===== src/soc_macros.svh =====
`ifndef SOC_MACROS_SVH
`define SOC_MACROS_SVH

// ---------------------------------------------------------------------------
// Bus widths
// ---------------------------------------------------------------------------
`define SOC_DATA_W     32
`define SOC_ADDR_W     32
`define SOC_SEL_W      4

// Internal SRAM word index width, 256 words
`define SRAM_AW_WORDS  8

// ---------------------------------------------------------------------------
// Slave pages on address bits 31:28
// ---------------------------------------------------------------------------
`define SLV_PAGE_SRAM  4'hE
`define SLV_PAGE_GPIO  4'h4

// ---------------------------------------------------------------------------
// GPIO block
// ---------------------------------------------------------------------------
`define GPIO_W         32

// Register byte offsets within the GPIO page
`define GPIO_OFS_IN    8'h00
`define GPIO_OFS_OUT   8'h04
`define GPIO_OFS_OE    8'h08

`endif


===== src/soc_pkg.sv =====
`default_nettype none

package soc_pkg;

   `include "soc_macros.svh"

   // ------------------------------------------------------------------------
   // Wishbone classic request, master to slave
   // ------------------------------------------------------------------------
   typedef struct packed {
      logic                   cyc;
      logic                   stb;
      logic                   we;
      logic [`SOC_ADDR_W-1:0] adr;
      logic [`SOC_SEL_W-1:0]  sel;
      logic [`SOC_DATA_W-1:0] dat;
   } wb_req_t;

   // Wishbone classic response, slave to master
   typedef struct packed {
      logic                   ack;
      logic                   err;
      logic [`SOC_DATA_W-1:0] dat;
   } wb_rsp_t;

   // ------------------------------------------------------------------------
   // Arbiter grant state
   // ------------------------------------------------------------------------
   typedef enum logic [1:0] {
      ARB_IDLE = 2'd0,
      ARB_CPU  = 2'd1,
      ARB_DBG  = 2'd2
   } arb_state_e;

   // Decoded slave target
   typedef enum logic [1:0] {
      SEL_SRAM = 2'd0,
      SEL_GPIO = 2'd1,
      SEL_NONE = 2'd2
   } slave_sel_e;

endpackage

`default_nettype wire


===== src/wb_slave_decoder.sv =====
`timescale 1ns/10ps
`default_nettype none

module wb_slave_decoder import soc_pkg::*; (
   input  logic    wb_clk_i,
   input  logic    rst_n_i,
   // Granted master
   input  wb_req_t mst_req_i,
   output wb_rsp_t mst_rsp_o,
   // Internal SRAM, page 14
   output wb_req_t sram_req_o,
   input  wb_rsp_t sram_rsp_i,
   // GPIO, page 4
   output wb_req_t gpio_req_o,
   input  wb_rsp_t gpio_rsp_i
);

   `include "soc_macros.svh"

   slave_sel_e sel;
   // One-cycle err for unmapped pages
   logic       err_q;

   // ------------------------------------------------------------------------
   // Page decode on the top address nibble
   // ------------------------------------------------------------------------
   always_comb begin
      case (mst_req_i.adr[`SOC_ADDR_W-1 -: 4])
         `SLV_PAGE_SRAM: sel = SEL_SRAM;
         `SLV_PAGE_GPIO: sel = SEL_GPIO;
         default:        sel = SEL_NONE;
      endcase
   end

   // ------------------------------------------------------------------------
   // Request fan-out
   // ------------------------------------------------------------------------
   always_comb begin
      sram_req_o = mst_req_i;
      gpio_req_o = mst_req_i;
      // Strobe only towards the selected slave
      sram_req_o.stb = mst_req_i.stb && (sel == SEL_SRAM);
      gpio_req_o.stb = mst_req_i.stb && (sel == SEL_GPIO);
   end

   // Unmapped slots answer with err, like the tied-off interconnect slots
   always_ff @(posedge wb_clk_i or negedge rst_n_i) begin
      if (!rst_n_i) begin
         err_q <= 1'b0;
      end else begin
         err_q <= mst_req_i.cyc && mst_req_i.stb && (sel == SEL_NONE) && !err_q;
      end
   end

   // ------------------------------------------------------------------------
   // Response mux
   // ------------------------------------------------------------------------
   always_comb begin
      case (sel)
         SEL_SRAM: mst_rsp_o = sram_rsp_i;
         SEL_GPIO: mst_rsp_o = gpio_rsp_i;
         default: begin
            mst_rsp_o     = '0;
            mst_rsp_o.err = err_q;
         end
      endcase
   end

   // Both terminations at once would confuse the master
   assert property (@(posedge wb_clk_i) disable iff (!rst_n_i)
      !(mst_rsp_o.ack && mst_rsp_o.err));

endmodule

`default_nettype wire

===== config.mk =====
export PLATFORM = sky130hd
export DESIGN_NAME = wb_slave_decoder
export DESIGN_NICKNAME = d
export VERILOG_FILES = /design/src/soc_pkg.sv /design/src/wb_slave_decoder.sv
export VERILOG_INCLUDE_DIRS = /design/src
export SDC_FILE = /design/constraint.sdc
export NUM_CORES = 1
export LEC_CHECK = 0
export BUFFER_PORTS_ARGS = -buffer_cell sky130_fd_sc_hd__buf_2
export CORE_AREA = 2 2 125 127
export CTS_CLUSTER_DIAMETER = 100
export DETAILED_ROUTE_END_ITERATION = 12
export DIE_AREA = 0 0 127 129
export PLACE_DENSITY = 0.49
export RECOVER_POWER = 25
export SLEW_MARGIN = 20
export SYNTH_ARGS = -nofsm -noshare
export SYNTH_HDL_FRONTEND = slang
export SYNTH_SLANG_ARGS = --single-unit

===== constraint.sdc =====
create_clock -name wb_clk_i -period 1.8 [get_ports wb_clk_i]
set_input_delay 0.09 -clock wb_clk_i [delete_from_list [all_inputs] [get_ports wb_clk_i]]
set_output_delay 0.09 -clock wb_clk_i [all_outputs]
set_load 0.005 [all_outputs]

After elaboration in Yosys (flattened, before gate mapping)
Index checks and enable logic that the tools add are counted.
{ "totals": {"elab_cells": 14, "register_bits": 1} }
{ "op_classes": {"reduce_logical": 7, "mux": 2, "n_eq_ne": 4} }
{ "op_table": {"columns": ["op", "n"], "rows": [
  ["case mux 34 bit (2 select lines)", 1],
  ["logical AND 1 bit", 5],
  ["== test 4 x 3 -> 1 bit, second input constant", 1],
  ["== test 4 bit, second input constant", 1],
  ["case mux 2 bit (2 select lines)", 1],
  ["== test 2 x 1 -> 1 bit, second input constant", 1],
  ["== test 2 bit, second input constant", 1],
  ["logical NOT 2 bit", 1],
  ["logical NOT 1 bit", 1]
]} }

Logic depth before layout (Yosys ltp)
{ "logic_depth": {"depth_word": 5, "mapped_depth": 4, "depth_no_buf": 3} }

Least setup slack after synthesis
Ideal clock, no wire load.
{ "synth_path": {"path_type": "input port to output port", "startpoint": "input mst_req_i[67] (netlist bit)", "endpoint": "output mst_rsp_o[0] (netlist bit)", "stages": 3, "slack_ns": 0.810, "arrival_ns": 0.900, "path_cell_list": "nor4b_4 > buf_4 > a22o_1"} }
{ "synth_lines": {"columns": ["item", "line_no", "text"], "rows": [
  ["start: declaration", "wb_slave_decoder.sv:8", "input wb_req_t mst_req_i,"],
  ["end: declaration", "wb_slave_decoder.sv:9", "output wb_rsp_t mst_rsp_o,"]
]} }

==> summary.md <==
| Metric | Value |
|---|---|
| Outcome | completed |
| Worst skew pair latency | 0 ns |
| Power Internal | 0.132 mW |
| Post-route ant nets | 0 |
| Die Height | 129 um |
| RSZ-0062 raised after global routing | no |
| Largest registers | err_q x1 |
| Routed WL | 4.16 mm |
| Initial antenna violation count | 0 |
| Final Cycle Share | 74.9% |
| Combinational power share | 88.1% |
| Lkg Pwr | 0.708 nW |
| Fin crit period | 1.35 ns |
| Vias in the first global route | between 900 and 1000 |
| Final setup TNS | 0 ns |
| Pwr Density | roughly 160 mW/mm^2 |
| Slew HR | a little over four fifths |
| Synth Warn # | 0 |
| Arrival @ worst endpoint | 1.26 ns |
| Number of port buffers | 121 |
| Commonest non-fill, non-tap cells in the layout | buf_2 (121), a22o_1 (33), buf_4 (4) |
| Commonest non-fill, non-tap cell in the layout | buf_2 |
| Switching Fraction | 36.4% |
| Vias | approximately 1000 |
| Post-synthesis instance total | 189 |
| CP Class | primary input to output port |
| Final #Nets | approximately 310 |
| Syn avg cell area | around 7.8 um^2 |
| DRT iter0 DRCs | 37 |
| Initial Utilization | 9.89% |
| Startpoint type of the worst setup path | primary input |
| Seq/Total Area, Yosys | 1.69% |
| Power Total | ~0.21 mW |
| Final non-filler cell total | ~360 |
| Max_cap viols | 0 |
| Worst Setup End Kind | output port |
| Clock power frac | 0% |
| Io pins | 317 |
| Worst Tran Pin Value | between 0.2 and 0.25 ns |
| Max VDD drop | 0.118 mV |
| R2R cell count | 1 |
| Core footprint | 0.0150 mm^2 |
| Placed Cells | between 300 and 400 |
| Cell variety after synth | 11 |
| Hold depth | 0 |
| Die area | 0.0164 mm^2 |
| Gp weighted congestion | 0.751 |
| Layout cells sized above 1 | 75.0% |
| Total inserted antenna cells | 0 |
| First-pass GRT wire length | 5.73 mm |
| Cell Area, Synth | 0.00148 mm^2 |
| Seq cells post-synth | 1 |
| Mean routed wirelength per cell | between 10 and 15 um |
| Post-Syn Nets | 330 |
| Final hold vios | 0 |
| Gr usage total | approximately 4.4% |
| Max Fclk | between 700 and 800 MHz |
| Largest net degree at the start of global routing | 23 |
| Vias per inst | 2.85 |
| Largest register by flop count | err_q |
| Post_cts resized | 0 |
| Max Transition Viols Final | 0 |
| HP Class | primary input to output port |
| CP max FO | 21 |
| GRT overflow | 0 |
| Row cnt | 45 |
| Reg2reg setup slack | 1.06 ns |
| Die W | 127 um |
| DRC errors left | 0 |
| Sequential power share | 11.9% |
| Area Overhead vs Synth | -14.4% |
| Psw | 0.0754 mW |
| Final setup fails | 0 |
| Initial DRT Pass Iterations | 4 |
| Critical Path RT | 1.71 ns |
| DP HPWL | about 3.7 mm |
| Max FFs per register | 1 |
| Worst Skew | 0 ns |
## worst paths after layout
path,from,endpoint
worst max-delay path,mst_req_i[67],mst_rsp_o[32]
worst min register to register,err_q,err_q
worst min-delay path,mst_req_i[14],gpio_req_o[14]
min in group asynchronous,rst_n_i,err_q
max in group asynchronous,rst_n_i,err_q
worst max register to register,err_q,err_q
## cells in the mapped netlist
library cell / count / area share, %
and2_1: 2 / 0.84
nor3b_1: 1 / 0.51
buf_2: 4 / 1.4
nor4_1: 1 / 0.42
a221o_1: 1 / 0.68
a22o_1: 33 / 20
buf_4: 143 / 72
and4b_1: 1 / 0.68
nand2_1: 1 / 0.25
nor4b_4: 1 / 1.6
dfrtp_1: 1 / 1.7
## cell type report
type,count,area (um^2)
Fill cell,1793,13700
Multi-Input combinational cell,41,363
Sequential cell,1,25.0
Tap cell,188,235
Timing Repair Buffer,126,646
## stage by stage
step | setup WS, ns | hold slack (ns) | area [um^2] | util [%]
final | 0.451 | 0.180 | 1270 | 8.47
after global routing | 0.314 | 0.180 | 1270 | 8.47
after CTS | 0.439 | 0.180 | 1270 | 8.47
after detailed placement | 0.447 | -0.116 | 1260 | 8.40
after global placement | 0.455 | -0.115 | 1260 | 8.40
after floorplan | 0.810 | -0.206 | 1480 | -
## per-layer routing
metal,wire (um),global-route usage [%]
met1,1590,5.71
met2,1740,6.07
met3,577,1.83
met4,253,2.91
met5,0,0
## power by group through the flow
| stage | Combinational [mW] | Clock (mW) | Sequential (mW) |
|---|---|---|---|
| global route | 0.201 | 0 | 0.0249 |
| detailed placement | 0.183 | 0 | 0.0248 |
| floorplan | 0.299 | 0 | 0.0246 |
| global placement | 0.182 | 0 | 0.0250 |
| finish | 0.183 | 0 | 0.0247 |
| CTS | 0.185 | 0 | 0.0248 |
## cell families after synthesis
group,after synthesis,synth area share [%]
buffers and inverters,147,73.8
AO/OA/AOI/OAI,34,20.2
AND/OR/NAND/NOR,7,4.31
flip-flops,1,1.69
## worst max-delay path, cell delays in order
cell	delay [ns]
buf_2	0.13
nor4b_4	0.28
buf_4	0.29
nor3b_1	0.08
a221o_1	0.26
buf_2	0.13
## timing repair
action,4_1_cts,5_1_grt
hold buffers,1,0
buffers inserted,0,0
hold endpoints to repair,1,0
No activity file was read; power rests on OpenSTA's default activity.
