`config.mk`:
```
export PLATFORM = sky130hd
export DESIGN_NAME = gpio_slave
export DESIGN_NICKNAME = d
export VERILOG_FILES = /design/src/soc_pkg.sv /design/src/gpio_slave.sv
export VERILOG_INCLUDE_DIRS = /design/src
export SDC_FILE = /design/constraint.sdc
export NUM_CORES = 1
export LEC_CHECK = 0
export BUFFER_PORTS_ARGS = -buffer_cell sky130_fd_sc_hd__buf_2
export CELL_PAD_IN_SITES_DETAIL_PLACEMENT = 1
export CELL_PAD_IN_SITES_GLOBAL_PLACEMENT = 2
export CORE_ASPECT_RATIO = 1.25
export CORE_MARGIN = 10
export CORE_UTILIZATION = 34
export DETAILED_ROUTE_END_ITERATION = 16
export PLACE_DENSITY_LB_ADDON = 0.1
export SYNTH_ARGS = -nofsm -noshare
export SYNTH_HDL_FRONTEND = slang
export SYNTH_SLANG_ARGS = --single-unit
```
`constraint.sdc`:
```
create_clock -name wb_clk_i -period 2.15 [get_ports wb_clk_i]
set_input_delay 0.3225 -clock wb_clk_i [delete_from_list [all_inputs] [get_ports wb_clk_i]]
set_output_delay 0.3225 -clock wb_clk_i [all_outputs]
set_load 0.05 [all_outputs]
```
`src/soc_macros.svh`:
```
`ifndef SOC_MACROS_SVH
`define SOC_MACROS_SVH

// ---------------------------------------------------------------------------
// Bus widths
// ---------------------------------------------------------------------------
`define SOC_DATA_W     32
`define SOC_ADDR_W     32
`define SOC_SEL_W      4

// Internal SRAM word index width, 256 words
`define SRAM_AW_WORDS  8

// ---------------------------------------------------------------------------
// Slave pages on address bits 31:28
// ---------------------------------------------------------------------------
`define SLV_PAGE_SRAM  4'hE
`define SLV_PAGE_GPIO  4'h4

// ---------------------------------------------------------------------------
// GPIO block
// ---------------------------------------------------------------------------
`define GPIO_W         32

// Register byte offsets within the GPIO page
`define GPIO_OFS_IN    8'h00
`define GPIO_OFS_OUT   8'h04
`define GPIO_OFS_OE    8'h08

`endif

```
`src/soc_pkg.sv`:
```
`default_nettype none

package soc_pkg;

   `include "soc_macros.svh"

   // ------------------------------------------------------------------------
   // Wishbone classic request, master to slave
   // ------------------------------------------------------------------------
   typedef struct packed {
      logic                   cyc;
      logic                   stb;
      logic                   we;
      logic [`SOC_ADDR_W-1:0] adr;
      logic [`SOC_SEL_W-1:0]  sel;
      logic [`SOC_DATA_W-1:0] dat;
   } wb_req_t;

   // Wishbone classic response, slave to master
   typedef struct packed {
      logic                   ack;
      logic                   err;
      logic [`SOC_DATA_W-1:0] dat;
   } wb_rsp_t;

   // ------------------------------------------------------------------------
   // Arbiter grant state
   // ------------------------------------------------------------------------
   typedef enum logic [1:0] {
      ARB_IDLE = 2'd0,
      ARB_CPU  = 2'd1,
      ARB_DBG  = 2'd2
   } arb_state_e;

   // Decoded slave target
   typedef enum logic [1:0] {
      SEL_SRAM = 2'd0,
      SEL_GPIO = 2'd1,
      SEL_NONE = 2'd2
   } slave_sel_e;

endpackage

`default_nettype wire

```
`src/gpio_slave.sv`:
```
`timescale 1ns/10ps
`default_nettype none

`include "soc_macros.svh"

module gpio_slave import soc_pkg::*; (
   input  logic              wb_clk_i,
   input  logic              rst_n_i,
   input  wb_req_t           req_i,
   output wb_rsp_t           rsp_o,
   // Pad side with the tri-state outside
   input  logic [`GPIO_W-1:0] gpio_in_i,
   output logic [`GPIO_W-1:0] gpio_out_o,
   output logic [`GPIO_W-1:0] gpio_oe_o
);

   logic [`GPIO_W-1:0]     in_meta_q;
   logic [`GPIO_W-1:0]     in_sync_q;
   logic [`GPIO_W-1:0]     out_q;
   logic [`GPIO_W-1:0]     oe_q;
   logic [`SOC_DATA_W-1:0] rdata_q;
   logic [7:0]             ofs;
   logic                   access;
   logic                   ack_q;
   logic                   err_q;

   // Byte-lane merge of write data into a register
   function automatic logic [`GPIO_W-1:0] merge_lanes(
      input logic [`GPIO_W-1:0]     old_val,
      input logic [`SOC_DATA_W-1:0] wdata,
      input logic [`SOC_SEL_W-1:0]  sel
   );
      logic [`GPIO_W-1:0] res;
      res = old_val;
      for (int b = 0; b < `SOC_SEL_W; b++) begin
         if (sel[b]) begin
            res[8*b +: 8] = wdata[8*b +: 8];
         end
      end
      return res;
   endfunction

   // Register offset from the low byte of the page
   assign ofs    = req_i.adr[7:0];
   assign access = req_i.cyc && req_i.stb && !(ack_q || err_q);

   // ------------------------------------------------------------------------
   // Input sync, OUT/OE registers, termination
   // ------------------------------------------------------------------------
   always_ff @(posedge wb_clk_i or negedge rst_n_i) begin
      if (!rst_n_i) begin
         in_meta_q <= '0;
         in_sync_q <= '0;
         out_q     <= '0;
         oe_q      <= '0;
         ack_q     <= 1'b0;
         err_q     <= 1'b0;
      end else begin
         // Two flops against metastability
         in_meta_q <= gpio_in_i;
         in_sync_q <= in_meta_q;
         ack_q     <= 1'b0;
         err_q     <= 1'b0;
         if (access) begin
            case (ofs)
               // IN is read only
               `GPIO_OFS_IN: begin
                  err_q <= req_i.we;
                  ack_q <= !req_i.we;
               end
               `GPIO_OFS_OUT: begin
                  ack_q <= 1'b1;
                  if (req_i.we) out_q <= merge_lanes(out_q, req_i.dat, req_i.sel);
               end
               `GPIO_OFS_OE: begin
                  ack_q <= 1'b1;
                  if (req_i.we) oe_q <= merge_lanes(oe_q, req_i.dat, req_i.sel);
               end
               default: err_q <= 1'b1;
            endcase
         end
      end
   end

   // Read data capture
   always_ff @(posedge wb_clk_i) begin
      if (access) begin
         case (ofs)
            `GPIO_OFS_IN:  rdata_q <= in_sync_q;
            `GPIO_OFS_OUT: rdata_q <= out_q;
            `GPIO_OFS_OE:  rdata_q <= oe_q;
            default:       rdata_q <= '0;
         endcase
      end
   end

   assign rsp_o      = '{ack: ack_q, err: err_q, dat: rdata_q};
   assign gpio_out_o = out_q;
   assign gpio_oe_o  = oe_q;

endmodule

`default_nettype wire

```
* Yosys cells after proc, flatten, opt, wreduce, memory -nomap -nowiden
Index checks and enable logic that the tools add are counted.
Word-level totals: flip-flop bits (word level) 162, input port bits 105, logic and storage cells 35, output and inout port bits 98
Operators by class: multiplexer cells 5, reduce and logical (&&, ||, !) cells 15, eq/ne operators 2
Operators with widths (count):
- 32-bit case mux with 3 select lines | 1
- 4-bit AND reduction | 8
- 8-bit by 3-bit equality test with 1-bit output, second input constant | 1
- 8-bit by 4-bit equality test with 1-bit output, second input constant | 1
- 8-bit logical NOT | 1
- 1-bit case mux with 2 select lines | 2
- 1-bit logical AND | 2
- 1-bit logical NOT | 2
- 1-bit two-way mux | 2
- 2-bit OR reduction | 1
- 1-bit logical OR | 1

* Logic depth before layout (Yosys ltp)
Gate-level depths: netlist of run 1.
depth in word-level cells 4, mapped depth 6, depth with buffers taken out 3

* Worst setup path after synthesis of run 1
No wires, ideal clock.
kind in2reg, start point input req_i[41] (netlist name), end point register oe_q[0], in the netlist gpio_oe_o[0], buffers on the path 1, arrival time 1.882 ns, required time 2.025 ns, path slack 0.143 ns, stages on the path 4, setup time 0.125 ns, cell sequence or4_1 > buf_4 > nor4_4 > mux2_2
Between the ends: cells in the longest elaborated chain, start to end 2
Ends and longest elaborated chain:
- start: declaration | line gpio_slave.sv:9 | input wb_req_t req_i,
- 8-bit by 4-bit equality test with 1-bit output | line gpio_slave.sv:65 | case (ofs)
- 4-bit AND reduction (no line)
- end signal: assignment | line gpio_slave.sv:77 | if (req_i.we) oe_q <= merge_lanes(oe_q, req_i.dat, req_i.sel);
- end: declaration | line gpio_slave.sv:20 | logic [`GPIO_W-1:0] oe_q;
No other way between the ends. A chain may end at the register's enable or synchronous reset.

* Worst setup path after layout of run 1
start point input req_i[41] (netlist name), end point register out_q[18], in the netlist gpio_out_o[18]
Between the ends: cells in the longest elaborated chain, start to end 2
Ends and longest elaborated chain:
- 8-bit by 3-bit equality test with 1-bit output | line gpio_slave.sv:65
- 4-bit AND reduction (no line)
- end signal: assignment | line gpio_slave.sv:73 | if (req_i.we) out_q <= merge_lanes(out_q, req_i.dat, req_i.sel);
- end: declaration | line gpio_slave.sv:19 | logic [`GPIO_W-1:0] out_q;
No other way between the ends.

==> results of run 1 <==
## what timing repair did
item,in CTS,in global routing
hold endpoints to repair,56,4
hold buffers,24,4
setup endpoints to repair,0,0
## worst max-delay path by stage
stage	startpoint	to	slack, ns	cells past startpoint
2_1_floorplan	req_i[41]	gpio_oe_o[0]	0.14	4
3_3_place_gp	req_i[41]	gpio_out_o[27]	-0.04	6
3_5_place_dp	req_i[41]	gpio_out_o[18]	-0.05	6
4_1_cts	ack_q	gpio_out_o[22]	0.37	5
5_1_grt	ack_q	gpio_out_o[22]	0.31	5
6_report	req_i[41]	gpio_out_o[18]	0.40	6
## cells in the mapped netlist
master / count / area share
clkbuf_1: 12 / 0.0074
nand4bb_1: 1 / 0.0019
mux2i_1: 32 / 0.053
nor3b_1: 1 / 0.0012
edfxtp_1: 32 / 0.16
or2_2: 2 / 0.0021
dfrtp_1: 130 / 0.54
and3_1: 1 / 0.0010
nor2_1: 33 / 0.020
nor4_4: 8 / 0.028
mux2_2: 58 / 0.11
buf_1: 4 / 0.0025
nand4b_1: 8 / 0.012
inv_1: 1 / 0.00062
a21oi_1: 2 / 0.0017
mux2_1: 6 / 0.011
buf_2: 3 / 0.0025
buf_4: 3 / 0.0037
a2bb2oi_1: 32 / 0.046
nor2b_1: 1 / 0.0010
or4_1: 1 / 0.0012
## metal layers
layer,track usage,up-vias,part of all wire
li1,-,1819,-
met1,0.167,1987,0.40
met2,0.255,114,0.53
met3,0.0524,19,0.059
met4,0.0423,0,0.011
met5,0,-,0
## sequential cells by signal (all words and copies together), names as in the netlist
register    count
rdata_q        32
gpio_oe_o      32
gpio_out_o     32
in_sync_q      32
in_meta_q      32
ack_q           1
err_q           1
## per-stage QoR
step,power [mW],std cells
finish,6.87,835
CTS,6.97,831
detailed placement,3.84,775
floorplan,3.59,371
global placement,3.83,775
global route,7.16,835
## cell usage in the layout, fill, tap and decap left out, drive strengths merged, types with 2 or more instances in the layout
cell	Yosys	routed
clkinv	0	4
nor2	33	33
nor4	8	8
inv	1	6
dlygate4sd3	0	28
clkinvlp	0	2
bufinv	0	2
dfrtp	130	130
clkbuf	12	19
a2bb2oi	32	32
buf	10	202
nand4b	8	8
a21oi	2	2
or2	2	2
edfxtp	32	32
mux2i	32	32
mux2	64	64
## power groups by stage
stage	clock network, mW	registers [mW]	logic (mW)
floorplan	0	3.44	0.154
global route	3.30	3.27	0.593
CTS	3.15	3.26	0.557
detailed placement	0	3.32	0.523
finish	3.06	3.26	0.548
global placement	0	3.32	0.515
## logic make-up after synthesis
| group | count (synthesis) |
|---|---|
| flip-flops | 162 |
| multiplexers | 96 |
| AND/OR/NAND/NOR | 56 |
| AO/OA/AOI/OAI | 34 |
| buffers and inverters | 23 |
## worst max-delay path, delay by kind of cell
family / cells / cell delay, ns
muxes: 1 / 0.33
and+or+nand+nor: 2 / 0.89
buffers and inverters: 3 / 0.50
## layout make-up
type                       instances  area [um2]  area share
clock buffer                      19         453      0.0542
clock inverter                    13         148      0.0177
inverter                           1        3.75    0.000449
multi-input combinational        186        1750       0.210
sequential                       162        4210       0.504
tap                              224         280      0.0335
timing repair buffer             230        1510       0.180
==> flow_summary.json, run 1 <==
{
  "outcome": "finished clean",
  "reg2reg_slack_ns": 0.41,
  "p_seq_frac": 0.474,
  "cts_tree": "yes",
  "max-clock-path-buffers": 2,
  "rsz0062_at_grt": "false",
  "path_class": "input pin to flop",
  "worstHoldPathType": "input pin to flop",
  "die_y_um": 169,
  "synthesis.area_um2": 6060,
  "final_nets": 703,
  "cp-end-kind": "flop",
  "min_path_cells": 1,
  "fill_cells": 1799,
  "wl_per_cell_um": 20.6,
  "switching_share": 0.240,
  "syn_to_final_growth_pct": 37.9,
  "synth.area.mux_share": 0.172,
  "finalWeightedCongestion": 0.740,
  "grt-ovfl-total": 0,
  "clock-root-buffer": "clkbuf_16",
  "reg2reg_depth": 5,
  "fin_tns_setup_ns": 0,
  "diodes": 0,
  "start_kind": "input pin",
  "drcViolationCount": 0,
  "num_vias": 3939,
  "period_needed_ns": 1.75,
  "p_switching_mw": 1.65,
  "r2r-end": "gpio_out_o[18]",
  "critPathMaxFanout": 10,
  "viasPerCell": 4.72,
  "postRouteAntennaNets": 0,
  "coreArea_um2": 17500,
  "initial_core_util": 0.346,
  "clk_latency_ns": 0.42,
  "finalHoldViolations": 0,
  "ios": 203,
  "combPwrFrac": 0.080,
  "synth_compound_area_frac": 0.0479,
  "min_to": "in_meta_q[2]",
  "die_area_um2": 23600,
  "cts_htree_levels": 4,
  "drv_slew": 0,
  "synth_seq_cells": 162,
  "synthAdderAreaFrac": 0,
  "intPower_mw": 5.22,
  "synthSimpleGateAreaFrac": 0.0685,
  "power_density_nw_per_um2": 822,
  "grt_pass1_vias": 4667,
  "fin_area_um2": 8360,
  "fin_skew_ns": 0.00798,
  "globalRouteTotalUtil": 0.147,
  "ys_seq_area_frac": 0.695,
  "yosys_warnings": 0,
  "synth_top_family_by_area": "multiplexers",
  "post-cts-setup-buffer-count": 0,
  "first_iter_violations": 166,
  "irDropWorstVdd_mv": 0.409,
  "max_slew.worst_pin.slew_ns": 0.930,
  "cts-buffers-inserted": 17,
  "arrival_ns": 2.06,
  "antenna_found_initial": 0,
  "slowest_stage": "or4_1",
  "place.detailed.hpwl_um": 12400,
  "num_rows": 54,
  "setup_viol": 0,
  "worstHoldStart": "gpio_in_i[2]",
  "required_ns": 2.45,
  "netlist_instances": 371,
  "place_ws_ns": -0.0536,
  "clkPwrFrac": 0.446,
  "io_buffers": 178,
  "fp.dieW_um": 139,
  "dpl_cell_area_um2": 7480,
  "dr.pass1.iters": 4,
  "grt_max_degree": 54,
  "max_freq_ghz": 0.571,
  "postSynthNetCount": 476,
  "setup_ws_ns": 0.398,
  "cts_sinks": 162,
  "cts-resized-gates": 0,
  "cp_cell_sequence": "buf_2, or4_1, buf_4, nor4_4, buf_12, mux2_2",
  "wirelength_um": 17200,
  "fin_crit_sh": 0.815,
  "synth_area_per_cell_um2": 16.3,
  "maxCapViolCount": 0,
  "postLayoutCoreUtil": 0.478,
  "slew_headroom": 0.378,
  "rr_startpoint": "ack_q",
  "path_clk_slew_ns": 0.06,
  "synth_cell_types": 21,
  "holdWs_ns": 0.0245,
  "grt_pass1_wl_um": 26900,
  "synth_xor_area_frac": 0,
  "drive_gt1_frac": 0.496,
  "cpPeakStageDelay_ns": 0.52,
  "leakage_nw": 4.07
}
Power figures use the tool's default switching activity.
==> inputs of run 2 (changes only) <==
clock period = 1.7 ns   (was 2.15 ns; I/O delays follow)
==> run 2 against run 1 <==
Compared with the run above:
- global-route usage is 0.73 points higher
- setup slack worse by 0.49 ns
- wire length is 4.0% higher
- the flow now finishes with violations (negative setup slack)
- cell count is 1.4% higher
- critical path depth is 1 lower
- largest cell class unchanged
- combinational power is 34% higher
- sequential cell count stayed put
- core utilization is 0.74 points higher
- clock skew is 0.0021 ns lower
- first-iteration DRC count is 0.60% lower
- clock-buffer cell count is 3 higher
- final area is 1.6% higher
==> flow_summary.json, run 2 (synthesis results as in run 1) <==
{
  "outcome": "finished with violations",
  "failed_checks": "negative setup slack",
  "cp-end-kind": "flop",
  "required_ns": 2.00,
  "rsz0062_at_grt": "true",
  "fin_skew_ns": 0.00584,
  "finalWeightedCongestion": 0.755,
  "rr_startpoint": "ack_q",
  "drcViolationCount": 0,
  "clk_latency_ns": 0.42,
  "cts_sinks": 162,
  "combPwrFrac": 0.082,
  "power_density_nw_per_um2": 1050,
  "layout_common_cells": "buf_2 (177), dfrtp_1 (130), mux2_2 (58)",
  "cp_cell_sequence": "nand4bb_4, buf_6, nor4_4, buf_12, mux2_2",
  "p_switching_mw": 2.05,
  "grt_pass1_vias": 4685,
  "syn_to_final_growth_pct": 40.1,
  "p_seq_frac": 0.463,
  "cts-buffers-inserted": 17,
  "num_vias": 4061,
  "layout_commonest_cell": "buf_2",
  "switching_share": 0.230,
  "ios": 203,
  "grt_pass1_wl_um": 27900,
  "final_nets": 713,
  "dpl_cell_area_um2": 7480,
  "drive_gt1_frac": 0.498,
  "cpPeakStageDelay_ns": 0.39,
  "reg2reg_depth": 5,
  "clock-root-buffer": "clkbuf_16",
  "cts_htree_levels": 4,
  "clkPwrFrac": 0.455,
  "setup_viol": 62,
  "fin_crit_sh": 1.05,
  "first_iter_violations": 165,
  "fin_area_um2": 8490,
  "holdWs_ns": 0.0693,
  "dr.pass1.iters": 4,
  "io_buffers": 178,
  "leakage_nw": 4.12,
  "initial_core_util": 0.346,
  "die_area_um2": 23600,
  "max_slew.worst_pin.slew_ns": 0.983,
  "finalHoldViolations": 0,
  "worstHoldPathType": "input pin to flop",
  "fp.dieW_um": 139,
  "intPower_mw": 6.86,
  "postRouteAntennaNets": 0,
  "grt-ovfl-total": 0,
  "irDropWorstVdd_mv": 0.582,
  "wirelength_um": 17900,
  "slew_headroom": 0.343,
  "fin_tns_setup_ns": -2.36,
  "drv_slew": 0,
  "antenna_found_initial": 3,
  "coreArea_um2": 17500,
  "max-clock-path-buffers": 2,
  "min_to": "gpio_oe_o[15]",
  "post-cts-setup-buffer-count": 0,
  "max_freq_ghz": 0.559,
  "min_path_cells": 2,
  "setup_ws_ns": -0.0897,
  "start_kind": "flop",
  "arrival_ns": 2.09,
  "globalRouteTotalUtil": 0.154,
  "power.total_mw": 8.91,
  "critPathMaxFanout": 8,
  "reg2reg_slack_ns": -0.09,
  "place.detailed.hpwl_um": 12800,
  "maxCapViolCount": 0,
  "viasPerCell": 4.79,
  "die_y_um": 169,
  "path_class": "flop to flop",
  "r2r-end": "gpio_oe_o[2]",
  "cts_tree": "yes",
  "period_needed_ns": 1.79,
  "num_rows": 54,
  "path_clk_slew_ns": 0.06,
  "grt_max_degree": 47,
  "place_ws_ns": -0.312,
  "slowest_stage": "dfrtp_1",
  "wl_per_cell_um": 21.1,
  "worstHoldStart": "req_i[15]"
}
[run 2: cell types whose count changed in the layout (fill, tap and decap cells not counted), sizes merged, moves of 2 or more]
cell	previous run	this run
diode	0	2
dlygate4sd3	28	33
inv	6	2
buf	202	207
clkbuf	19	22
[run 2: stage by stage]
step	utilization	cells
global placement	0.427	779
floorplan	-	371
detailed placement	0.427	779
global route	0.485	846
CTS	0.485	845
finish	0.485	847
[run 2: routing by layer]
metal / global-route usage / routed length [um] / up-vias
li1: - / - / 1839
met5: 0 / 11 / -
met3: 0.0594 / 1230 / 24
met2: 0.261 / 9120 / 123
met4: 0.0532 / 262 / 2
met1: 0.174 / 7240 / 2073
[run 2: how the worst max path moves through the flow]
stage | from | endpoint | slack [ns]
floorplan | req_i[41] | gpio_oe_o[0] | -0.09
global placement | req_i[41] | gpio_oe_o[11] | -0.28
detailed placement | req_i[41] | gpio_oe_o[11] | -0.31
CTS | ack_q | gpio_oe_o[10] | -0.07
global route | ack_q | gpio_oe_o[10] | -0.16
finish | ack_q | gpio_oe_o[2] | -0.09
[run 2: repair_timing]
item,CTS,global route
gates resized for setup,7,0
pin swaps,0,1
endpoints found under the setup margin,64,64
endpoints found under the hold margin,76,0
hold buffers,33,0
gates cloned,1,0
[run 2: power by group through the flow]
stage          registers [mW]  logic (mW)  clock network (mW)
2_1_floorplan            4.35       0.198                   0
3_3_place_gp             4.19       0.666                   0
3_5_place_dp             4.20       0.681                   0
4_1_cts                  4.13       0.748                4.17
5_1_grt                  4.13       0.788                4.35
6_report                 4.12       0.733                4.05
[run 2: layout make-up]
class,instances,area (um2)
Clock buffer,22,485
Clock inverter,10,148
Sequential cell,162,4210
Antenna cell,2,5.00
Multi-Input combinational cell,186,1770
Timing Repair Buffer,240,1580
Inverter,1,7.51
Fill cell,1769,9010
Tap cell,224,280
[run 2: worst max-delay path: cells and delay by family (launching register included)]
kind / cells / cell delay [ns]
simple gates: 2 / 0.58
flops: 1 / 0.39
buf+inv: 2 / 0.35
mux: 1 / 0.34
