===== src/soc_macros.svh =====
`ifndef SOC_MACROS_SVH
`define SOC_MACROS_SVH

// ---------------------------------------------------------------------------
// Bus widths
// ---------------------------------------------------------------------------
`define SOC_DATA_W     32
`define SOC_ADDR_W     32
`define SOC_SEL_W      4

// Internal SRAM word index width, 256 words
`define SRAM_AW_WORDS  8

// ---------------------------------------------------------------------------
// Slave pages on address bits 31:28
// ---------------------------------------------------------------------------
`define SLV_PAGE_SRAM  4'hE
`define SLV_PAGE_GPIO  4'h4

// ---------------------------------------------------------------------------
// GPIO block
// ---------------------------------------------------------------------------
`define GPIO_W         32

// Register byte offsets within the GPIO page
`define GPIO_OFS_IN    8'h00
`define GPIO_OFS_OUT   8'h04
`define GPIO_OFS_OE    8'h08

`endif


===== src/soc_pkg.sv =====
`default_nettype none

package soc_pkg;

   `include "soc_macros.svh"

   // ------------------------------------------------------------------------
   // Wishbone classic request, master to slave
   // ------------------------------------------------------------------------
   typedef struct packed {
      logic                   cyc;
      logic                   stb;
      logic                   we;
      logic [`SOC_ADDR_W-1:0] adr;
      logic [`SOC_SEL_W-1:0]  sel;
      logic [`SOC_DATA_W-1:0] dat;
   } wb_req_t;

   // Wishbone classic response, slave to master
   typedef struct packed {
      logic                   ack;
      logic                   err;
      logic [`SOC_DATA_W-1:0] dat;
   } wb_rsp_t;

   // ------------------------------------------------------------------------
   // Arbiter grant state
   // ------------------------------------------------------------------------
   typedef enum logic [1:0] {
      ARB_IDLE = 2'd0,
      ARB_CPU  = 2'd1,
      ARB_DBG  = 2'd2
   } arb_state_e;

   // Decoded slave target
   typedef enum logic [1:0] {
      SEL_SRAM = 2'd0,
      SEL_GPIO = 2'd1,
      SEL_NONE = 2'd2
   } slave_sel_e;

endpackage

`default_nettype wire


===== src/wb_rr_arbiter.sv =====
`timescale 1ns/10ps
`default_nettype none

module wb_rr_arbiter import soc_pkg::*; (
   input  logic    wb_clk_i,
   input  logic    rst_n_i,
   // Processor data port
   input  wb_req_t cpu_req_i,
   output wb_rsp_t cpu_rsp_o,
   // Debug port
   input  wb_req_t dbg_req_i,
   output wb_rsp_t dbg_rsp_o,
   // Shared bus towards the decoder
   output wb_req_t mst_req_o,
   input  wb_rsp_t mst_rsp_i
);

   arb_state_e state_q;
   arb_state_e state_d;
   // High when the debug port held the last grant
   logic       last_dbg_q;

   // ------------------------------------------------------------------------
   // Next grant
   // ------------------------------------------------------------------------
   always_comb begin
      state_d = state_q;
      case (state_q)
         ARB_IDLE: begin
            // Tie goes to the master not served last
            if (cpu_req_i.cyc && dbg_req_i.cyc) begin
               state_d = last_dbg_q ? ARB_CPU : ARB_DBG;
            end else if (cpu_req_i.cyc) begin
               state_d = ARB_CPU;
            end else if (dbg_req_i.cyc) begin
               state_d = ARB_DBG;
            end
         end
         // Grant held for as long as cyc stays up
         ARB_CPU: begin
            if (!cpu_req_i.cyc) begin
               state_d = ARB_IDLE;
            end
         end
         ARB_DBG: begin
            if (!dbg_req_i.cyc) begin
               state_d = ARB_IDLE;
            end
         end
         default: state_d = ARB_IDLE;
      endcase
   end

   always_ff @(posedge wb_clk_i or negedge rst_n_i) begin
      if (!rst_n_i) begin
         state_q    <= ARB_IDLE;
         // Processor wins the first tie
         last_dbg_q <= 1'b1;
      end else begin
         state_q <= state_d;
         if (state_q == ARB_IDLE && state_d == ARB_CPU) begin
            last_dbg_q <= 1'b0;
         end else if (state_q == ARB_IDLE && state_d == ARB_DBG) begin
            last_dbg_q <= 1'b1;
         end
      end
   end

   // ------------------------------------------------------------------------
   // Request mux and response steering
   // ------------------------------------------------------------------------
   always_comb begin
      mst_req_o = '0;
      cpu_rsp_o = '0;
      dbg_rsp_o = '0;
      case (state_q)
         ARB_CPU: begin
            mst_req_o = cpu_req_i;
            cpu_rsp_o = mst_rsp_i;
         end
         ARB_DBG: begin
            mst_req_o = dbg_req_i;
            dbg_rsp_o = mst_rsp_i;
         end
         default: ;
      endcase
   end

   // Slave answer only ever lands on a master with an open cycle
   assert property (@(posedge wb_clk_i) disable iff (!rst_n_i)
      ((cpu_rsp_o.ack || cpu_rsp_o.err) |-> cpu_req_i.cyc) and
      ((dbg_rsp_o.ack || dbg_rsp_o.err) |-> dbg_req_i.cyc));

endmodule

`default_nettype wire


===== config.mk =====
export PLATFORM = sky130hd
export DESIGN_NAME = wb_rr_arbiter
export DESIGN_NICKNAME = d
export VERILOG_FILES = /design/src/soc_pkg.sv /design/src/wb_rr_arbiter.sv
export VERILOG_INCLUDE_DIRS = /design/src
export SDC_FILE = /design/constraint.sdc
export NUM_CORES = 1
export LEC_CHECK = 0
export BUFFER_PORTS_ARGS = -buffer_cell sky130_fd_sc_hd__buf_2
export CAP_MARGIN = 10
export CORE_AREA = 2 2 122 124
export CTS_CLUSTER_DIAMETER = 80
export DETAILED_ROUTE_END_ITERATION = 8
export DIE_AREA = 0 0 124 126
export SLEW_MARGIN = 20
export SYNTH_ARGS = -nofsm -noshare
export SYNTH_HDL_FRONTEND = slang
export SYNTH_SLANG_ARGS = --single-unit

===== constraint.sdc =====
create_clock -name wb_clk_i -period 2.01 [get_ports wb_clk_i]
set_input_delay 0.1005 -clock wb_clk_i [delete_from_list [all_inputs] [get_ports wb_clk_i]]
set_output_delay 0.1005 -clock wb_clk_i [all_outputs]
set_load 0.02 [all_outputs]

== Yosys cells after proc, flatten, opt, wreduce, memory -nomap -nowiden ==
Index checks and enable logic that the tools add are counted.
Word-level totals
  flip-flop bits (word level): 3
  bits of input ports: 178
  output and inout port bits: 139
  word-level logic and storage cells: 23
Cells by class
  eq/ne operators: 4
  multiplexer cells: 12
  reductions and logical operators: 5
Operators with widths (count)
  71-bit case mux with 2 select lines: 1
  34-bit 2-to-1 mux: 2
  2-bit 2-to-1 mux: 6
  2-bit case mux with 3 select lines: 1
  2-bit by 1-bit == test with 1-bit output, second input constant: 2
  2-bit == test, second input constant: 2
  1-bit logical AND: 3
  2-bit logical NOT: 1
  1-bit 2-to-1 mux: 2
  2-bit nonzero test: 1

== Depth between registers and ports, before layout ==
Gate-level depths: netlist of run 1.
  word-level depth: 8
  mapped depth: 7
  depth with buffers taken out: 6

== Worst setup path after synthesis of run 1 ==
Ideal clock, no wire load.
  kind: register -> output
  start: reg state_q[1]
  end: out mst_req_o[64] in the netlist's numbering
  data arrival time: 1439 ps
  required time: 1910 ps
  path slack: 470 ps
  stages on the path, launching flop included: 8
  path buffers: 3
  cells stage by stage: dfrtp_1 -> inv_1 -> ha_1 -> buf_6 -> buf_6 -> buf_2 -> a22oi_1 -> nor2b_1
RTL lines
  start, declared: RTL line wb_rr_arbiter.sv:18  | arb_state_e state_q;
  start signal, assigned: RTL line wb_rr_arbiter.sv:60  | state_q <= state_d;
  end, declared: RTL line wb_rr_arbiter.sv:14  | output wb_req_t mst_req_o,

==> results of run 1 <==
worst paths after layout:
kind                          startpoint      endpoint  cells past startpoint
hold / removal                   rst_n_i    state_q[1]                      2
max in group asynchronous        rst_n_i    last_dbg_q                      2
setup reg to reg              state_q[0]    last_dbg_q                      7
setup / recovery              state_q[0]  mst_req_o[0]                      5
hold reg to reg               last_dbg_q    last_dbg_q                      2
min in group wb_clk_i      dbg_req_i[70]    last_dbg_q                      3
cells in the final DEF, fill, tap and decap left out, drive strengths merged, types with 2 or more instances in the layout:
master and n:
buf 330, a22oi 72, nor2b 70, and2 69
inv 4, nor2 4, clkbuf 4, ha 4
o21ai 3, a22o 2, nand3 2, dfrtp 2
routing by layer:
| metal | track usage (%) | vias to the layer above | part of all wire, % |
|---|---|---|---|
| li1 | - | 1560 | - |
| met1 | 10.9 | 1383 | 36 |
| met2 | 21.9 | 193 | 53 |
| met3 | 1.22 | 10 | 9.7 |
| met4 | 1.98 | 0 | 0.88 |
| met5 | 0 | - | 0 |
cells in the mapped netlist:
cell and count:
sky130_fd_sc_hd__buf_2 13, sky130_fd_sc_hd__ha_1 4, sky130_fd_sc_hd__a22o_1 2, sky130_fd_sc_hd__clkbuf_1 14
sky130_fd_sc_hd__o21a_1 1, sky130_fd_sc_hd__inv_1 4, sky130_fd_sc_hd__o41ai_1 1, sky130_fd_sc_hd__nor2b_1 70
sky130_fd_sc_hd__o211ai_1 1, sky130_fd_sc_hd__dfstp_2 1, sky130_fd_sc_hd__a22oi_1 72, sky130_fd_sc_hd__dfrtp_1 2
sky130_fd_sc_hd__nor2_1 4, sky130_fd_sc_hd__nor3b_1 1, sky130_fd_sc_hd__buf_6 3, sky130_fd_sc_hd__o21ai_0 3
sky130_fd_sc_hd__and2_1 69, sky130_fd_sc_hd__nand3_1 2, sky130_fd_sc_hd__nand2b_1 1, sky130_fd_sc_hd__nand2_1 1
sky130_fd_sc_hd__buf_4 1, sky130_fd_sc_hd__a211o_1 1, sky130_fd_sc_hd__a21o_1 1
repair_timing:
item                                    in CTS  in global routing
endpoints found under the setup margin       0                 46
gates resized for setup                      0                  3
hold buffers                                 1                  0
hold endpoints to repair                     3                  0
buffers inserted                             0                  5
cell type report:
type / count / area [um^2] / share of cell area (%)
Sequential cell: 3 / 77.6 / 2.06
Inverter: 4 / 15.0 / 0.398
Clock buffer: 4 / 78.8 / 2.09
Antenna cell: 1 / 2.50 / 0.0664
Multi-Input combinational cell: 234 / 1600 / 42.4
Tap cell: 184 / 230 / 6.10
Timing Repair Buffer: 331 / 1770 / 46.8
stage by stage:
| step | hold slack, ps | power [mW] | TNS, ps | instances | instance area, um^2 |
|---|---|---|---|---|---|
| final | 212 | 4.75 | 0 | 761 | 3770 |
| after floorplan | -195 | 2.99 | 0 | 272 | 1830 |
| after detailed placement | -95.4 | 4.37 | 0 | 750 | 3630 |
| after CTS | 212 | 4.70 | 0 | 755 | 3720 |
| after global routing | 225 | 5.16 | -19.5 | 761 | 3770 |
| after global placement | -99.0 | 4.38 | 0 | 750 | 3630 |
power by group:
group          total (mW)  switching, mW  internal (mW)  leakage (nW)
registers           0.144         0.0464         0.0972        0.0348
clock network       0.314         0.0526          0.262        0.0382
logic                4.29           2.48           1.81          2.04
critical path: cells and delay by family (launching register included):
family	cells	cell delay [ps]
fa+ha+maj	1	390
simple gates	1	170
flops	1	450
buf+inv	3	530
cells by family after synthesis:
kind of cell,after synthesis,synth area share [%]
fa+ha+maj,4,2.74
buf+inv,35,9.53
compound gates,82,33.6
flops,3,4.18
simple gates,148,50.0
state kept, by name, indices dropped and copies added, names as in the netlist:
signal and cells:
state_q 2, last_dbg_q 1
==> flow_results.org, run 1 <==
** Placed design
- Final GP Congestion :: 0.787
- Prior to clock tree synthesis, the placed netlist has a worst setup slack of 273 ps.
- Summed over all nets, the half-perimeter wirelength after detailed placement is 8030 um.
- Count of port buffers added during placement :: 316

** Floorplanning
- Core area :: 0.0143 mm^2
- Measured along the y axis, the die boundary spans 126 um.
- Num rows :: 44
- Pin placement for this block handled 317 I/O pins.
- Floorplan die width :: 124 um
- Die Footprint :: 0.0156 mm^2
- Initial cell density of the core :: 12.8%

** Timing
- The worst path uses 93.1% of the clock period.
- In this run the tightest slew margin relative to its limit is 81.9%.
- The smallest clock period supported by the final layout is computed as 1870 ps.
- Derived from the worst setup path, the maximum achievable clock frequency is 534 MHz.
- Setup violations remaining at the end of the flow were counted as 0.
- Max Slew Vio Count :: 0
- Largest clock skew in the final design :: 1.24 ps
- The count of endpoints failing hold in the final timing report was 0.
- For the pin with the worst max-slew slack, the measured transition is 268 ps.
- Smallest setup slack after layout :: 138 ps

** Power
- P per Cell Area :: 1260 mW/mm^2
- The worst-case IR drop observed on VDD is 0.555 mV.
- Leak Pwr :: 2.12 nW

** Clock network
- Maximum level of the CTS H-tree :: 1
- The tree built by TritonCTS fans out to 3 sinks.
- No sink is reached through more buffers than the 2 on the longest clock path.
- TritonCTS clock tree :: built
- Clock-pin slew was measured on the worst setup and hold paths at 30 ps.
- Buffers inserted during clock tree synthesis total 3.
- Clock latency reported for the late side of the worst-skew pair :: 220 ps
- The root buffer cell chosen for the clock tree is sky130_fd_sc_hd__clkbuf_16.

** Min path
- Worst min-delay path class :: input pin to asynchronous set/reset pin

** Detailed routing
- DRC violations left :: 0
- The count of nets left with antenna violations once routing finished came out at 0.
- The final route contains 3,146 vias.
- Iteration count of the initial detailed-routing pass :: 4
- Drt via density :: 4.13
- Final WL :: 9620 um
- Violation count after the first detailed-route iteration :: 104
- After detailed routing, the average wire length per cell comes to 12.6 um.

** Flow run
- Max-cap viol count :: 0

** Setup path
- Worst Path Max Fanout :: 41
- Category of the critical setup timing path :: register to primary output
- On the worst path, the slowest cell contributes a delay of 450 ps.
- The critical path goes through inv_1 > ha_1 > buf_8 > nor2b_1 > buf_2.
- Library cell contributing the largest single delay on the critical path :: sky130_fd_sc_hd__dfrtp_1
- Required time worst endpoint :: 1910 ps
- CP endpoint kind :: primary output
- At the worst endpoint, the arrival time is 1770 ps.
- STA classifies the critical path startpoint as a register.
- Across all register-to-register paths, the minimum setup slack is 290 ps.

** Synth
- Cell count after synthesis :: 272
- The synthesized design devotes to its leading area cell type 29.6% of total area.
- Ranking of synthesized cells by area :: sky130_fd_sc_hd__a22oi_1, sky130_fd_sc_hd__nor2b_1, sky130_fd_sc_hd__and2_1, sky130_fd_sc_hd__buf_2, sky130_fd_sc_hd__clkbuf_1
- sky130_fd_sc_hd__a22oi_1 takes more of the synthesized area than any other cell.
- In this run, synthesis produced a sequential element count of 3.
- The number of nets handed over by synthesis was 454.
- The Yosys step of the flow raised 0 warnings.
- Synthesized area :: 0.00183 mm^2
- The synthesized netlist contains 23 unique library cells.
- The share of the Yosys chip area taken by registers is 4.18%.
- Mean post-synth cell area :: 6.71 um^2

** GRT
- Overall overflow remaining after global route :: 0
- Vias in the first global route :: 2,904
- Pin count of the biggest net entering global routing :: 44
- The initial antenna violation count was 1.
- The first global-routing pass estimated 13,300 um of wire.
- Overall routing resource usage :: 10.5%

** Status
- Status :: completed

** Finish
- Relative to the synthesized area, the layout overhead comes to 107%.
- In the final layout, the share of cells above drive strength 1 is 58.5%.
- Fill cells in the final layout number 1,596.
- Measured on the finished design, the core utilization comes to 26.3%.
- Final Net Count :: 759
(Power assumes the default switching activity.)
==> run 2: changes to the inputs <==
- CTS_BUF_LIST: default -> sky130_fd_sc_hd__clkbuf_16
==> run 2 against run 1 <==
Clock-buffer cell count fell by 1. Total power fell by 0.11%. Highest routed layer unchanged. Clock skew barely moved. Largest cell class unchanged. Via count did not move.
==> flow_results.org, run 2 (synthesis results as in run 1) <==
** Detailed routing
- In the routed layout, each cell is associated on average with a via count of 4.13.
- For this run, design rule violations remaining after detail routing come to 0.
- The count of nets left with antenna violations once routing finished came out at 0.
- Final WL :: 9620 um
- Violation count after the first detailed-route iteration :: 104
- Count of vias placed by the detailed router :: 3,146
- The first TritonRoute pass finished after 4 iterations.
- Routed length per instance :: 12.6 um

** Floorplanning
- The initialized floorplan defines 44 standard-cell rows.
- The initial utilization of the core area, before any placement, comes to 12.8%.
- Floorplan die width :: 124 um
- Top Ports :: 317
- Die Footprint :: 0.0156 mm^2
- Measured along the y axis, the die boundary spans 126 um.
- The core region is 0.0143 mm^2.

** Clock network
- The tree built by TritonCTS fans out to 3 sinks.
- TritonCTS buffer count :: 3
- The longest clock path from root to sink contains 2 buffers.
- Clock latency reported for the late side of the worst-skew pair :: 220 ps
- TritonCTS built the clock tree.
- Clock-pin slew was measured on the worst setup and hold paths at 30 ps.
- In this run the number of H-tree levels came out at 1.
- The root buffer cell chosen for the clock tree is sky130_fd_sc_hd__clkbuf_16.

** Finish
- Filler cells :: 1,596
- The library cell used most frequently in the layout, excluding fill and tap cells, is sky130_fd_sc_hd__buf_2.
- Register Area :: 77.6 um^2
- After the flow finishes, the layout carries non-filler instances totaling 761.
- Largest registers in the final layout :: state_q: 2 flops, last_dbg_q: 1 flops
- The multi-input combinational cells in the finished layout cover a total of 0.00160 mm^2.
- The top cell types in the final layout, fill and taps aside, are sky130_fd_sc_hd__buf_2, sky130_fd_sc_hd__a22oi_1, sky130_fd_sc_hd__nor2b_1.
- Once layout is done, the placed cells without fillers occupy 0.00377 mm^2.
- Cells with a size suffix above 1 make up 58.5% of the layout.
- Reg with most FFs :: state_q
- Largest register FFs :: 2
- After the last flow step, the layout net total stands at 759.
- Synth-to-layout area growth :: 107%

** Timing
- Smallest hold slack :: 212 ps
- The count of endpoints failing hold in the final timing report came to 0.
- For the final database, setup skew stands at 0.905 ps.
- At the pin with the least slew margin, the transition time is 268 ps.
- Count of endpoints failing setup in the final report :: 0
- Final worst path period share :: 93.1%
- The number of pins exceeding their max-slew limit in the final report is 0.
- The worst pin sits at a relative slew slack of 81.9%.
- Highest clock frequency the design can meet :: 534 MHz
- The smallest clock period supported by the final layout is computed as 1870 ps.

** Power
- Dividing total power by cell area gives a power density of 1260 mW/mm^2.
- Summed over all cells, the static leakage comes to 2.12 nW.
- The worst-case IR drop observed on VDD is 0.555 mV.

** Setup path
- The number of cells on the worst reg-to-reg path is 7.
- STA puts the critical path data required time at 1910 ps.
- The worst register-to-register path ends at last_dbg_q.
- The setup check on the worst reg-to-reg path leaves a slack of 280 ps.
- The worst register-to-register path begins at state_q[0].
- The critical path is of the register to primary output type.
- The worst setup path is launched from a register.
- Worst Path Max Fanout :: 41
- STA classifies the critical path endpoint as a primary output.
- STA puts the critical path data arrival time at 1770 ps.

** Placed design
- Final GP Congestion :: 0.787
- Count of port buffers added during placement :: 316
- Area after DPL :: 0.00363 mm^2
- DPL Wire Length :: 8030 um
- Counting tap cells, the placed design contains a total of 750 instances.

** GRT
- Number of antenna violations at the first check in global routing :: 1
- The first global-routing pass estimated 13,300 um of wire.
- The number of global-route vias before repair is 2,904.
- Overall routing resource usage :: 10.5%
- The total overflow left after global routing is 0.
- Entering global routing, the biggest net connects 44 pins.

** Min path
- Worst min-delay path class :: input pin to asynchronous set/reset pin

** Flow run
- The tool flagged a number of max-cap violations equal to 0.

** Status
- Status :: completed
==> run 2: cell count changes in the layout (fill, tap and decap cells not counted), sizes merged <==
cell | previous run | this run
clkbuf | 4 | 3
inv | 4 | 5
==> run 2: metal layers <==
layer  track usage (%)  up-vias  share of wire, %
met2              21.9      193                54
met3              1.22       10               9.7
met4              1.98        0              0.88
li1                  -     1560                 -
met1              10.9     1383                36
met5                 0        -                 0
==> run 2: through the flow <==
step | setup slack, ps | utilization [%] | total power [mW] | TNS [ps]
finish | 138 | 26.3 | 4.74 | 0
CTS | 24.8 | 26.0 | 4.70 | 0
floorplan | 470 | - | 2.99 | 0
global placement | 275 | 25.4 | 4.38 | 0
detailed placement | 273 | 25.4 | 4.37 | 0
global route | -15.4 | 26.3 | 5.16 | -19.9
==> run 2: cell type report <==
class | count | area share [%]
clock buffer | 3 | 1.99
inverter | 4 | 0.398
antenna | 1 | 0.0664
sequential | 3 | 2.06
timing repair buffer | 331 | 46.8
clock inverter | 1 | 0.0995
multi-input combinational | 234 | 42.4
tap | 184 | 6.10
==> run 2: critical path: stages (launching register included) <==
cell,delay (ps)
sky130_fd_sc_hd__dfrtp_1,450
sky130_fd_sc_hd__inv_1,130
sky130_fd_sc_hd__ha_1,390
sky130_fd_sc_hd__buf_8,220
sky130_fd_sc_hd__nor2b_1,170
sky130_fd_sc_hd__buf_2,180
==> run 2: worst max-delay path by stage <==
stage | start | endpoint | slack [ps]
CTS | state_q[1] | mst_req_o[0] | 20
global placement | state_q[0] | mst_req_o[61] | 270
detailed placement | state_q[0] | mst_req_o[61] | 270
global route | state_q[0] | mst_req_o[44] | -20
floorplan | state_q[1] | mst_req_o[64] | 470
finish | state_q[0] | mst_req_o[0] | 140
==> run 2: what timing repair did <==
action	in CTS	in global routing
resized for setup	0	3
hold buffers	1	0
setup buffers	0	5
endpoints found under the setup margin	0	46
endpoints found under the hold margin	3	0
==> run 2: power by group <==
group / switching [mW] / internal, mW / leakage, nW / total (mW)
sequential: 0.0464 / 0.0972 / 0.0348 / 0.144
combinational: 2.48 / 1.81 / 2.04 / 4.29
clock: 0.0530 / 0.256 / 0.0423 / 0.309
